File: src/local_mem_pkg.sv
// Local-memory package
// Geometry of the single bank and the number of clients sharing it
`default_nettype none

package local_mem_pkg;

    // Bank is 256 words of 16 bits
    localparam int LMEM_ADDR_W = 8;
    localparam int LMEM_DATA_W = 16;
    localparam int LMEM_DEPTH  = 256;

    // A fill runs at most 63 words
    localparam int FILL_COUNT_W = 6;

    // Client 0 is the access port, client 1 the fill engine
    localparam int NUM_MEM_CLIENTS = 2;

endpackage

`default_nettype wire

File: src/fill_engine.sv
// Fill engine
// Writes an incrementing pattern over a run of addresses in the background
`timescale 1ns/10ps
`default_nettype none

module fill_engine
(
    input  logic                                   ccip_to_afu,
    input  logic                                   arst_n,
    input  logic                                   fill_req,
    input  logic [local_mem_pkg::LMEM_ADDR_W-1:0]  fill_base,
    input  logic [local_mem_pkg::FILL_COUNT_W-1:0] fill_count,
    input  logic [local_mem_pkg::LMEM_DATA_W-1:0]  fill_pattern,
    output logic                                   fill_ack,
    output logic                                   fill_busy,
    output logic                                   mem_req,
    output logic                                   mem_we,
    output logic [local_mem_pkg::LMEM_ADDR_W-1:0]  mem_addr,
    output logic [local_mem_pkg::LMEM_DATA_W-1:0]  mem_wdata,
    input  logic                                   mem_gnt
);
    import local_mem_pkg::*;

    logic [FILL_COUNT_W-1:0] remain_q;
    logic [LMEM_ADDR_W-1:0]  addr_q;
    logic [LMEM_DATA_W-1:0]  data_q;
    logic                    accept;

    // A new command is taken only when idle and the last handshake is closed
    assign accept = fill_req && !fill_ack && !fill_busy;

    // One write request per remaining word
    assign mem_req   = fill_busy;
    assign mem_we    = |remain_q;
    assign mem_addr  = addr_q;
    assign mem_wdata = data_q;

    always_ff @(posedge ccip_to_afu or negedge arst_n)
    begin
        if (!arst_n)
        begin
            fill_ack  <= 1'b0;
            fill_busy <= 1'b0;
            remain_q  <= '0;
        end
        else
        begin
            if (accept)
            begin
                fill_ack  <= 1'b1;
                // An empty run finishes on acceptance
                fill_busy <= (fill_count != '0);
                remain_q  <= fill_count;
            end
            else if (fill_ack && !fill_req)
            begin
                fill_ack <= 1'b0;
            end

            // Advance only on a grant, busy drops after the last one
            if (fill_busy && mem_gnt)
            begin
                remain_q <= remain_q - 1'b1;
                if (remain_q == 1)
                begin
                    fill_busy <= 1'b0;
                end
            end
        end
    end

    // Address and data both wrap at their own widths
    always_ff @(posedge ccip_to_afu)
    begin
        if (accept)
        begin
            addr_q <= fill_base;
            data_q <= fill_pattern;
        end
        else if (fill_busy && mem_gnt)
        begin
            addr_q <= addr_q + 1'b1;
            data_q <= data_q + 1'b1;
        end
    end

    // Busy must never outlive the word count, or a read would go out
    busy_means_write: assert property (@(posedge ccip_to_afu) disable iff (!arst_n)
        mem_req |-> mem_we);

endmodule

`default_nettype wire

File: config.mk
export PLATFORM = sky130hd
export DESIGN_NAME = fill_engine
export DESIGN_NICKNAME = d
export VERILOG_FILES = /design/src/local_mem_pkg.sv /design/src/fill_engine.sv
export SDC_FILE = /design/constraint.sdc
export NUM_CORES = 1
export LEC_CHECK = 0
export ABC_AREA = 1
export BUFFER_PORTS_ARGS = -buffer_cell sky130_fd_sc_hd__buf_2
export CAP_MARGIN = 20
export CORE_MARGIN = 2
export CORE_UTILIZATION = 40
export DETAILED_ROUTE_END_ITERATION = 10
export PLACE_DENSITY_LB_ADDON = 0.08
export SETUP_SLACK_MARGIN = 0.05
export SYNTH_ARGS = -nofsm -noshare
export SYNTH_HDL_FRONTEND = slang
export SYNTH_SLANG_ARGS = --single-unit
File: constraint.sdc
create_clock -name ccip_to_afu -period 2.44 [get_ports ccip_to_afu]
set_input_delay 0.488 -clock ccip_to_afu [delete_from_list [all_inputs] [get_ports ccip_to_afu]]
set_output_delay 0.488 -clock ccip_to_afu [all_outputs]
set_load 0.05 [all_outputs]
======== Word-level counts from Yosys, hierarchy flattened ========
Index checks and enable logic that the tools add are counted.
word-level totals
  flip-flop bits (word level) ............. 32
  input bits .............................. 34
  output and inout bits ................... 28
  logic and storage cells ................. 31
cells by class
  add/sub/neg operators ................... 3
  eq/ne operators ......................... 1
  multiplexer cells ....................... 11
  reductions and logical operators ........ 11
operators with widths
  operator                                             count
  two-way mux 16 bit                                   2
  adder 16 x 1 -> 16 bit, second input constant        1
  two-way mux 8 bit                                    2
  two-way mux 6 bit                                    2
  adder 8 x 1 -> 8 bit, second input constant          1
  equality test 6 x 1 -> 1 bit, second input constant  1
  nonzero test 6 bit                                   1
  OR reduction 6 bit                                   1
  subtractor 6 x 1 -> 6 bit, second input constant     1
  two-way mux 1 bit                                    5
  logical AND 1 bit                                    4
  nonzero test 2 bit                                   2
  zero test 1 bit                                      3

======== Longest topological paths before layout ========
Gate-level depths: netlist (run 1).
  depth in word-level cells ............... 6
  mapped depth ............................ 8
  mapped depth without buffers ............ 8

======== Worst setup path before layout (run 1) ========
OpenSTA, ideal clock, no wires.
  path type ............................... register to register
  start ................................... register fill_busy
  end ..................................... register remain_q[2]
  library setup time ...................... 134 ps
  data arrival time ....................... 1,848 ps
  required time ........................... 2,306 ps
  path slack .............................. 458 ps
  stages on the path, launching flop included .. 7
  buffers on the path ..................... 1
  period minus slack after synthesis ...... 1,982 ps
  cells stage by stage .................... dfrtp_1 nand3b_4 buf_6 nand2_1 inv_1 nand2_1 o211ai_1
between the ends
  longest elaborated chain between the ends .. 3
  elaborated cells between the ends (all ways) .. 5
  those cells by class .................... mux: 1; reduce/logical: 4
RTL lines
  element                              RTL line           RTL
  start, declared                      fill_engine.sv:15  output logic fill_busy,
  start signal, assigned               fill_engine.sv:52  fill_busy <= (fill_count != '0);
  zero test 1 bit                      fill_engine.sv:30  assign accept = fill_req && !fill_ack && !fill_busy;
  logical AND 1 bit                    fill_engine.sv:30
  nonzero test 2 bit (no source line)  -
  end signal, assigned                 fill_engine.sv:53  remain_q <= fill_count;
  end signal, assigned                 fill_engine.sv:63  remain_q <= remain_q - 1'b1;
  end, declared                        fill_engine.sv:24  logic [FILL_COUNT_W-1:0] remain_q;
Parallel ways exist; a longest one is shown, timed or not.
A chain may end at the register's enable or synchronous reset.

======== Worst setup path after layout (run 1) ========
  start ................................... register remain_q[0]
  end ..................................... output mem_we
between the ends
  longest elaborated chain between the ends .. 1
RTL lines
  element             RTL line           RTL
  OR reduction 6 bit  fill_engine.sv:34  assign mem_we = |remain_q;
  end, declared       fill_engine.sv:17  output logic mem_we,
No other way between the ends.

==> run summary, run 1 <==
The routed via count divided by cell count is roughly 4.8. The H-tree level count came out at 2. In this run the clock root is driven by a clkbuf_8.

The number of endpoints failing setup at the final stage came out at 0. The min-delay analysis places its worst path in the category input port to asynchronous set/reset pin. Of the post-synthesis cell area, the part taken by muxes is 0%. The slew at the pin closest to its max-slew limit is between 0.6 and 0.7 ns. The clock net sink count came out at 32.

The number of resized instances in the post-cts repair step came out at 0. The post-placement worst setup slack came out at roughly 0.56 ns. The first-pass GRT wire length is roughly 7900 um.

The critical register-to-register path startpoint is fill_busy. The number of max-slew violations in the final report was 0. The share of the yosys chip area belonging to registers is a little under half.

By area the synthesized netlist is led by edfxtp_1 36%, nand2_1 16%, dfrtp_1 10%, nand3_1 6.3%, nor2_1 5.1%. The vertical die dimension came out at 74.64 um. The combined area of all synthesized cells came out at between 1500 and 2000 um2. The most used flip-flop cell after synthesis is edfxtp_1.

The maximum clock path buffer count came out at 2. Counting flops and latches in the post-synthesis netlist gives 32. The later-pin clock latency in the skew report came out at 0.29 ns. The area of placed instances is 2328 um2. The final HPWL from detailed placement is 3291 um. The critical path depth came out at 4. The final net count came out at 349. Input and output buffers added on the ports amount to between 60 and 70. The wire length per cell came out at ~12 um. The initialized floorplan defines 25 standard-cell rows. The synthesized netlist contains 29 unique library cells. The share of Yosys cell area claimed by the top area cell type came out at 36.11%.

The mean post-synth cell area came out at around 8.0 um2. The core area is 4755 um2. After Yosys synthesis, and, or, nand and nor cells account for just over 30% of the synthesized area. The tightest slew margin relative to the limit came out at approximately three fifths. The number of antenna violations at the first check in global routing is 0. Synthesis produced a netlist with a net count of 287. Traced cell by cell, the critical path runs through inv_1 > ha_1 > nand3_1 > buf_2. The post-CTS repair timing setup buffer count came out at 0. The length in cells of the worst reg-to-reg path came out at 3. Sorting the synthesized cells by how often they occur yields 85 x nand2_1, 27 x nor2_1, 25 x nand3_1, 24 x edfxtp_1, 21 x inv_1. The number of filler cells placed in the layout came out at 508. The part of the cycle the worst path needs is approximately three quarters. The placer's final routability congestion estimate came out at about 0.80. The sort of element at the start of the critical path is a flop. After clock tree synthesis, the clock-pin slew on the worst setup and hold paths is ~0.07 ns.

After synthesis, the largest family of logic cells by area is simple AND/OR/NAND/NOR gates. Before antenna repair, the detailed router went through 4 iterations. In this run the static leakage power is 1.128 nW. The synthesized netlist devotes ~4.8% of its cell area to XOR and XNOR gates.

The critical path class is flop to output pin. The biggest area contributor in the post-synthesis netlist is edfxtp_1. The final core utilization is approximately 51%. Registers take 920.9 um2. The worst supply voltage drop on vdd is 569.2 uV. The post-route setup TNS is 0 ns.

Among all cell types in the netlist, the one instantiated most often is nand2_1. The most critical setup path has its endpoint at mem_we. The total buffers and inverters traversed by the critical path came out at 2. The area share of fa/ha/maj cells after synthesis came out at 3.135%.

The endpoint identified for the worst register-to-register timing path is mem_addr[4]. The largest net degree at the start of global routing came out at 39. The number of inserted diodes came out at 0.

The post-synthesis instance total came out at around 250. The vias after detailed routing is around 1,800. The setup slack after layout is slightly above 0.6 ns. In this run the worst setup path begins at remain_q[0]. The post-synthesis async set-or-reset flop share is about 25%. The global-route congestion overflow total is 0. The overall routing resource usage is a little under a fifth.

In the final layout, the share of cells above drive strength 1 is between 20% and 30%. The number of buffers inserted for hold repair after clock tree synthesis is 0. Counting flops with a built-in enable in the synthesized netlist gives 24. The remaining antenna violation count after routing came out at 0. The final design area excluding fillers is 2410 um2.

The area enclosed by the die boundary is between 5000 and 6000 um2. Pin placement for this block handled between 60 and 70 I/O pins. The complex-gate fraction of the synthesized area came out at ~7.4%. The register-to-register setup slack is 0.68 ns. For this run, design rule violations remaining after detail routing come to 0.

The stage delay of the slowest cell on the critical path came out at slightly above 0.4 ns. Power spread over the standard cell area amounts to 1410 nW/um2. The worst endpoint required time came out at approximately 2.0 ns. The combined area of the multi-input logic cells is ~930 um2. STA classifies the critical path endpoint as an output pin.

The total clock buffers created by CTS is 5. The arrival time reported for the critical path endpoint came out at ~1.3 ns. The largest fanout of any net on the critical path came out at 5. The effective utilization at floorplan came out at about two fifths. The total wire length is 4604 um. In this run the horizontal extent of the chip is 74.64 um. The minimum clock period is roughly 1.8 ns.

The via count of the first global-routing pass came out at 1,720. The flow ran to the end, and the final reports show no timing, DRC or antenna violations. The final hold violation count was 0. The area growth from synthesis to layout is 20.75%. The number of max-capacitance violations reported came out at 0.

The maximum clock frequency is 547.3 MHz. The iteration-0 DRC count of the detailed router came out at 79. The final setup skew is 0.008729 ns. Grouping stages by cell kind, the critical path spends the most delay in flip-flops.

The number of warnings reported in the yosys synthesis log came out at 0. Setup repair after global routing left no endpoint under its margin. The largest individual stage delay along the critical path comes from the cell dfrtp_1. TritonCTS built the clock tree.
[area by class of cell]
class                   count  area share (%)
well taps                  67           3.479
multi-input cells         187           38.53
clock buffers               7           3.167
flip-flops and latches     32           38.21
clock inverters             1          0.2077
repair buffers             62           12.98
inverters                  22           3.427
[cell usage in the layout, fill, tap and decap left out, drive strengths merged]
cell	instances
xor2	4
buf	62
a31oi	3
o21ai	14
o221ai	1
nand2	86
a21boi	1
dfrtp	8
nor3	2
a22oi	1
inv	22
clkinv	1
o21bai	1
o211ai	1
nand3b	1
xnor2	7
edfxtp	24
nor2	27
nand4	3
clkbuf	7
nand3	26
ha	5
a21oi	4
[sequential cells by signal (all words and copies together) (netlist names)]
name,flops
mem_wdata,16
fill_busy,1
remain_q,6
fill_ack,1
mem_addr,8
[cells by family (layout without fill, tap and decap cells)]
| logic type | Yosys count | count (layout) |
|---|---|---|
| AO/OA/AOI/OAI | 26 | 26 |
| XOR/XNOR | 11 | 11 |
| adder cells (fa/ha/maj) | 5 | 5 |
| buffers and inverters | 29 | 92 |
| flip-flops | 32 | 32 |
| AND/OR/NAND/NOR | 145 | 145 |
[per-layer routing]
metal,GRT usage (%),wire length (um),vias to the layer above
li1,-,-,938
met2,31.56,2157,47
met1,23.69,2106,825
met4,5.952,68,0
met3,4.418,272,6
met5,0,0,-
[worst min-delay path by stage]
stage	start	end	slack [ns]	cells after the start
2_1_floorplan	arst_n	fill_ack	0.19	0
3_3_place_gp	arst_n	remain_q[2]	0.35	1
3_5_place_dp	arst_n	remain_q[2]	0.35	1
4_1_cts	arst_n	fill_ack	0.04	1
5_1_grt	arst_n	fill_ack	0.04	1
6_report	arst_n	fill_ack	0.04	1
[worst register-to-register path: cells and delay by family, from the launching register on]
kind                   cells  cell delay, ns
and+or+nand+nor            1            0.33
AOI/OAI and AO/OA          1            0.20
DFF                        1            0.43
buffers and inverters      1            0.54
[through the flow]
step	hold slack (ns)	std cells	total power, mW
3_5_place_dp	0.3524	370	3.019
5_1_grt	0.03976	378	3.684
4_1_cts	0.03839	378	3.443
6_report	0.03844	378	3.397
3_3_place_gp	0.3510	370	2.998
2_1_floorplan	0.1924	248	2.625
[power breakdown]
group | total [mW] | internal (mW) | switching, mW
Combinational | 1.76 | 0.491 | 1.27
Sequential | 1.23 | 0.946 | 0.289
Clock | 0.403 | 0.200 | 0.203
Total | 3.40 | 1.64 | 1.76
No activity file was read; power rests on OpenSTA's default activity.
==> run 2: changes to the inputs <==
--- a/config.mk
+++ b/config.mk
@@ -5,7 +5,7 @@
 export SDC_FILE = /design/constraint.sdc
 export NUM_CORES = 1
 export LEC_CHECK = 0
-export ABC_AREA = 1
+export ABC_AREA = 0
 export BUFFER_PORTS_ARGS = -buffer_cell sky130_fd_sc_hd__buf_2
 export CAP_MARGIN = 20
 export CORE_MARGIN = 2
==> constraint.sdc (replaced) <==
create_clock -name ccip_to_afu -period 1.85 [get_ports ccip_to_afu]
set_input_delay 0.37 -clock ccip_to_afu [delete_from_list [all_inputs] [get_ports ccip_to_afu]]
set_output_delay 0.37 -clock ccip_to_afu [all_outputs]
set_load 0.05 [all_outputs]
==> run 2 against run 1 <==
- sequential cell count unchanged
- global-route usage down 2.1 points
- critical path depth down 1
- die area down 5.8%
- area after synthesis down 6.1%
- clock power up 67%
- largest cell class is now registers
- synthesized cell count down 24%
- hold slack better by 0.26 ns
- design area down 0.10%
- count of clock-buffer cells in the layout down 2
==> run summary, run 2 <==
The most used flip-flop cell after synthesis is edfxtp_1. The post-synthesis async set-or-reset flop share was 25.00% (unchanged). The number of instances on the worst hold path came out at 3.

The proportion of power drawn by the clock network came to 15.1% (+3.2 points). The final setup skew was 0.01053 ns (+0.001798 ns). The number of filler cells placed in the layout is 428 (-16%). The first-pass detailed-route iteration total is 5 (+1). Traced cell by cell, the critical path runs through nor4_4 > nand2_1 > buf_2. After synthesis, the cell types taking the most area are edfxtp_1 38%, dfrtp_1 11%, nand2_1 6.8%, o21ai_0 4.8%, xnor2_1 4.7%. The post-placement worst setup slack is 0.1468 ns (-0.4171 ns). The total wire length came to 4163 um (-9.6%). The number of synthesized register bits came out at 32 (unchanged). The flip-flop count of the largest register after layout came out at 16 (unchanged). The overall routing resource usage came out at 16.57% (-2.1 points). For this design, the slowest cell found on the critical path is dfrtp_1. The post-synthesis instance total came out at 188 (-24%). The final core utilization is 54.17% (+3.5 points). The part of the power in combinational logic was 48.3% (-3.5 points). The maximum clock frequency came out at 588.0 MHz. The number of max-slew violations in the final report is 0 (unchanged). The number of rows in the core area is 24 (-4.0%). The arrival time reported for the critical path endpoint came to 1.33 ns (about the same). The via count of the first global-routing pass is 1,487 (-14%). The length in cells of the worst reg-to-reg path came out at 5 (+2). The later-pin clock latency in the skew report is 0.29 ns (about the same). The post-CTS repair timing setup buffer count came out at 0 (unchanged). The combined area of the multi-input logic cells is 919.6 um2 (-0.94%). The worst supply voltage drop on vdd is 872.8 uV (+53%). The count of unique library cells instantiated by Yosys is 40 (+38%). The fraction of final layout cells sized beyond drive strength 1 is 34.77% (+11 points). The library cells used most frequently in the layout, excluding fill and tap cells, are 61 x buf_2, 34 x nand2_1, 24 x edfxtp_1. The combined area of all synthesized cells came to 1873 um2 (-6.1%).

The total nets after synthesis came to 227 (-21%). The area enclosed by the die boundary is 5246 um2 (-5.8%). The placer's final routability congestion estimate came out at 0.7576 (-5.8%). The total buffers and inverters traversed by the critical path came out at 1 (-1). Setup repair after global routing left no endpoint under its margin. Yosys instantiated no cell more often than nand2_1. The number of antenna violations at the first check in global routing is 0 (unchanged). The number of warnings reported in the yosys synthesis log came out at 0 (unchanged). The worst hold path begins at fill_count[1].

The largest fanout of any net on the critical path came to 5 (unchanged). The number of synthesized flops with an enable pin came out at 24 (unchanged). The routed via count divided by cell count came out at 5.172 (+7.7%). The area taken by flip-flops and latches is 923.4 um2 (+0.27%). The vertical die dimension was 72.43 um (-3.0%). The largest net degree at the start of global routing was 19 (-51%). The total net switching power came out at 2.179 mW (+24%).

The worst register-to-register path begins at fill_busy. The end point of the worst hold path is remain_q[1]. The share of the yosys chip area belonging to registers is 49.16% (+3.0 points).

The final design area excluding fillers is 2407 um2 (-0.10%). The worst endpoint required time is 1.48 ns (-0.47 ns). The library cell used most frequently in the layout, excluding fill and tap cells, is buf_2. The sequential share of power came out at 36.6% (+0.3 points).

The power density over cell area came out at 1854 nW/um2 (+32%). The share of Yosys cell area claimed by the top area cell type came out at 38.48% (+2.4 points). The register-to-register setup slack came to 0.16 ns (-0.52 ns). The final HPWL from detailed placement came out at 3070 um (-6.7%).

The leakage dissipation came out at 0.9805 nW (-13%). The global-route congestion overflow total was 0 (unchanged). The critical path class is flop to output pin. The post-route setup TNS came out at 0 ns (unchanged). The clock input transition at the sequential cells of the worst setup and hold paths is 0.08 ns (about the same). The worst register-to-register path ends at remain_q[3]. The routed design could run at a clock period as short as ~1.7 ns.

The tightest slew margin relative to the limit came out at 77.38% (+18 points). The setup slack after layout came out at 0.1494 ns (-0.4635 ns). The iteration-0 DRC count of the detailed router is 131 (+66%). The part of the cycle the worst path needs is between 90 and 100%.

The worst setup path is captured at an output pin. The number of endpoints failing setup at the final stage is 0 (unchanged). The number of inserted diodes came out at 0 (unchanged). The wire length per cell is 13.52 um (+11%). The stage delay of the slowest cell on the critical path came out at 0.45 ns (+0.04 ns).

The final net count came out at 294 (-16%). Relative to the synthesized area, the layout overhead comes to 28.52%. The design internal power came out at 2.285 mW (+40%). After synthesis, the most frequently instantiated cells are 34 x nand2_1, 24 x edfxtp_1, 18 x o21ai_0, 16 x nand3_1, 11 x nor2_1.

The first-pass GRT wire length is 6844 um (-13%). The path class of the lowest-slack min-delay path is input port to flop. Grouping stages by cell kind, the critical path spends the most delay in flip-flops. The number of I/O pins is 62 (unchanged). The count of unresolved DRC violations after routing came out at 0 (unchanged). The final hold violation count came to 0 (unchanged). The width of the die came to 72.43 um (-3.0%). The core area came out at 4444 um2 (-6.5%). The area of placed instances came out at 2270 um2 (-2.5%). The count of buffers inserted at the top-level ports is 61 (unchanged). The number of max-capacitance violations reported is 0 (unchanged).

The clock tree from TritonCTS is yes. The maximum clock path buffer count is 2 (unchanged). The clock net sink count is 32 (unchanged). The remaining antenna violation count after routing is 0 (unchanged). The worst setup path is launched from a flop. CTS placed an instance of clkbuf_8 at the clock tree root.

The vias after detailed routing is 1,593 (-12%). The slew at the pin closest to its max-slew limit was 0.3368 ns (-0.2657 ns). The switching portion of total power is 48.80% (-3.0 points). The total clock buffers created by CTS is 5 (unchanged). The H-tree level count is 2 (unchanged). The flow ran to the end, and the final reports show no timing, DRC or antenna violations.

The mean post-synth cell area came out at 9.963 um2 (+24%). The cell taking the most area after synthesis is edfxtp_1. The post-route total power is 4.464 mW (+31%). The effective utilization at floorplan is 42.15% (+0.17 points).
run 2: routing by layer:
| metal | vias up | part of all wire (%) | global-route usage [%] |
|---|---|---|---|
| met3 | 4 | 6.1 | 3.750 |
| met2 | 55 | 46 | 25.89 |
| met4 | 0 | 0.96 | 5.556 |
| met1 | 729 | 47 | 22.85 |
| met5 | - | 0 | 0 |
| li1 | 805 | - | - |
run 2: cells by family after synthesis:
kind of cell    synth area share, %
xor+xnor                      8.417
compound gates                11.56
fa+ha+maj                     3.340
simple gates                  24.12
flops                         49.16
buf+inv                       3.407
run 2: power by group through the flow:
| stage | Sequential (mW) | Combinational, mW | Clock, mW |
|---|---|---|---|
| floorplan | 2.39 | 0.856 | 0 |
| CTS | 1.62 | 2.17 | 0.685 |
| global route | 1.70 | 2.34 | 0.716 |
| finish | 1.64 | 2.15 | 0.674 |
| detailed placement | 1.63 | 2.16 | 0 |
| global placement | 1.62 | 2.15 | 0 |
run 2: metrics by stage:
stage	cells	hold slack (ns)
finish	308	0.3003
global route	308	0.3243
CTS	308	0.2963
detailed placement	299	0.2290
global placement	299	0.2282
floorplan	188	0.07441
run 2: area by class of cell:
type | instances | share of cell area (%)
multi-input cells | 143 | 38.20
clock buffers | 5 | 2.859
inverters | 6 | 0.9356
repair buffers | 67 | 15.18
flip-flops and latches | 32 | 38.36
clock inverters | 3 | 1.767
well taps | 52 | 2.703
run 2: how the worst max path moves through the flow:
stage	start	to	slack, ns	depth (start not counted)
after floorplan	mem_wdata[0]	mem_wdata[12]	0.001	5
after CTS	remain_q[3]	mem_we	0.11	3
after detailed placement	fill_busy	remain_q[3]	0.15	5
final	remain_q[2]	mem_we	0.15	3
after global routing	remain_q[2]	mem_we	0.05	3
after global placement	fill_busy	remain_q[3]	0.19	5
run 2: timing repair:
item,CTS,global route
hold buffers,1,0
setup endpoints to repair,1,1
endpoints found under the hold margin,8,0
resized for setup,1,2
run 2: worst register-to-register path: cells and delay by family, from the launching register on:
| family | cells | cell delay [ns] |
|---|---|---|
| buffers and inverters | 1 | 0.21 |
| DFF | 1 | 0.47 |
| AOI/OAI and AO/OA | 2 | 0.35 |
| and+or+nand+nor | 2 | 0.54 |
==> run 3: changes to the inputs <==
==> constraint.sdc (replaced) <==
create_clock -name ccip_to_afu -period 1.9 [get_ports ccip_to_afu]
set_input_delay 0.38 -clock ccip_to_afu [delete_from_list [all_inputs] [get_ports ccip_to_afu]]
set_output_delay 0.38 -clock ccip_to_afu [all_outputs]
set_load 0.05 [all_outputs]
==> run 3 against run 2 <==
- sequential cell count unchanged
- non-clock buffer count increased by 1
- die area unchanged
- sequential power decreased by 3%
- worst setup slack improved by 0.017 ns
- critical path type unchanged
- critical endpoint unchanged
==> run summary, run 3 (same netlist as run 2, synthesis figures left out) <==
The final hold violation count is 0 (unchanged). The total wire length came out at 4223 um (+1.4%). The final net count was 295 (+0.34%). The largest fanout of any net on the critical path was 5 (unchanged). The count of buffers inserted at the top-level ports is 61 (unchanged).

The final setup skew is 0.007151 ns (-0.003376 ns). The total clock buffers created by CTS is 5 (unchanged). The post-route total power is 4.213 mW (-5.6%). The power density over cell area is 1773 nW/um2 (-4.4%). The kind of cell with the highest combined delay along the critical path is flip-flops. The vertical die dimension came out at 72.43 um (unchanged). The number of max-capacitance violations reported came out at 0 (unchanged).

The largest individual stage delay along the critical path comes from the cell dfrtp_1. The routed via count divided by cell count came out at 5.188 (+0.30%). The width of the die is 72.43 um (unchanged).

The signal on the critical path passes through nor4_4 > nand2_1 > buf_2. The total net switching power came to 2.128 mW (-2.3%). The tightest slew margin relative to the limit is 79.28% (+1.9 points). The first-pass detailed-route iteration total was 4 (-1). The root buffer cell chosen for the clock tree is clkbuf_8. The vias after detailed routing was 1,603 (+0.63%). The worst supply voltage drop on vdd is 908.7 uV (+4.1%). The proportion of power drawn by the clock network came out at 12.3% (-2.8 points). The combined area of the multi-input logic cells was 919.6 um2 (unchanged). The H-tree level count came to 2 (unchanged). The count of unresolved DRC violations after routing came out at 0 (unchanged). The largest net degree at the start of global routing came to 26 (+7). The slew at the pin closest to its max-slew limit is 0.3084 ns (-0.02837 ns). The leakage dissipation is 0.9754 nW (-0.52%). The worst hold path belongs to the class input port to flop.

The arrival time reported for the critical path endpoint is 1.35 ns (+0.02 ns). The maximum clock frequency is between 500 and 600 MHz. The first-pass GRT wire length came to 6796 um (-0.70%). The flip-flop count of the largest register after layout came to 16 (unchanged). The overall routing resource usage was 16.99% (+0.42 points). The effective utilization at floorplan is 42.15% (unchanged). The core area was 4444 um2 (unchanged). The number of max-slew violations in the final report came out at 0 (unchanged).

The maximum clock path buffer count is 2 (unchanged). Leaving out fill and tap cells, the most frequent cell in the layout is buf_2. The part of the power in combinational logic is 50.1% (+1.8 points). Leaving out fill and tap cells, the most frequent cells in the layout are 61 x buf_2, 34 x nand2_1, 24 x edfxtp_1. The fraction of final layout cells sized beyond drive strength 1 is 34.24% (-0.52 points). The number of filler cells placed in the layout came out at 441 (+3.0%). The switching portion of total power was 50.51% (+1.7 points).

The number of I/O pins came out at 62 (unchanged). The total buffers and inverters traversed by the critical path is 1 (unchanged). The minimum clock period came out at between 1.5 and 2 ns. The worst setup path is of the flop to output pin kind. The part of the cycle the worst path needs came out at between 90% and 100%. The iteration-0 DRC count of the detailed router was 72 (-45%).

The final HPWL from detailed placement came out at 3090 um (+0.65%). The global-route congestion overflow total is 0 (unchanged). Setup repair after global routing left no endpoint under its margin. The number of endpoints failing setup at the final stage is 0 (unchanged). STA classifies the critical path endpoint as an output pin. The clock net sink count is 32 (unchanged).

The worst endpoint required time is 1.52 ns (+0.04 ns). The area taken by flip-flops and latches was 920.9 um2 (-0.27%). The sequential share of power is 37.6% (+1.0 points). STA classifies the critical path startpoint as a flop. The number of inserted diodes came out at 0 (unchanged). The wire length per cell is 13.67 um (+1.1%). The remaining antenna violation count after routing came out at 0 (unchanged). The flow ran to the end, and the final reports show no timing, DRC or antenna violations.

The design internal power came out at 2.085 mW (-8.8%). The number of rows in the core area came to 24 (unchanged). The layout-stage area growth over the synthesis result is 26.85%. The final core utilization came out at 53.46% (-0.70 points). The clock tree from TritonCTS is yes. The number of antenna violations at the first check in global routing is 0 (unchanged). The post-route setup TNS came out at 0 ns (unchanged). The later-pin clock latency in the skew report came out at 0.29 ns (about the same). The area enclosed by the die boundary is 5246 um2 (unchanged). The clock input transition at the sequential cells of the worst setup and hold paths was 0.07 ns (about the same). The stage delay of the slowest cell on the critical path is 0.45 ns (about the same).

The via count of the first global-routing pass is 1,443 (-3.0%). The placer's final routability congestion estimate came out at 0.7899 (+4.3%).
-- run 3: cell types whose count changed in the layout (fill, tap and decap cells not counted) --
cell        previous run  this run
clkinv_4               0         1
bufinv_16              1         0
buf_12                 1         0
dfrtp_1                6         8
dfrtp_2                2         0
clkinvlp_4             1         0
buf_4                  4         6
clkinv_2               1         2
-- run 3: power groups by stage --
stage,clock (mW),combinational [mW],sequential (mW)
2_1_floorplan,0,0.833,2.32
3_3_place_gp,0,2.10,1.58
3_5_place_dp,0,2.12,1.58
4_1_cts,0.531,2.13,1.57
5_1_grt,0.562,2.29,1.64
6_report,0.517,2.11,1.59
-- run 3: per-stage QoR --
step	std cells	hold WS [ns]	setup WS [ns]	cell area, um2
after floorplan	188	0.08441	0.05101	1883
final	309	0.3102	0.1667	2376
after CTS	309	0.3023	0.05933	2361
after global placement	300	0.2374	0.2335	2263
after detailed placement	300	0.2422	0.2122	2263
after global routing	309	0.3276	0.08131	2376
-- run 3: metal layers --
layer	up-vias	track usage [%]	routed length, um
met5	-	0	0
met4	0	6.173	61
met3	6	4.306	264
met2	51	26.91	1921
met1	736	22.64	1975
li1	810	-	-
-- run 3: layout make-up --
type                       count  share of cell area, %
tap                           52                  2.738
timing repair buffer          68                  15.17
inverter                       6                 0.9479
sequential                    32                  38.76
clock buffer                   5                  2.896
multi-input combinational    143                  38.70
clock inverter                 3                 0.7899
-- run 3: repair_timing --
action,4_1_cts,5_1_grt
setup endpoints to repair,0,1
resized for setup,0,2
hold buffers,1,0
buffers inserted,0,0
endpoints found under the hold margin,8,0
-- run 3: worst paths after layout --
check	end	startpoint	depth (start not counted)	slack [ns]
hold / removal	remain_q[1]	fill_count[1]	3	0.31
setup reg to reg	mem_wdata[10]	mem_wdata[0]	5	0.22
hold reg to reg	remain_q[0]	remain_q[0]	1	0.56
min in group asynchronous	fill_ack	arst_n	2	0.47
setup / recovery	mem_we	remain_q[2]	3	0.17
max in group asynchronous	remain_q[3]	arst_n	2	1.26
-- run 3: worst register-to-register path, stage by stage (launching register included) --
cell	delay, ns
edfxtp_1	0.50
ha_2	0.29
nand3_2	0.13
nor3_1	0.25
xnor2_1	0.15
o21ai_0	0.10
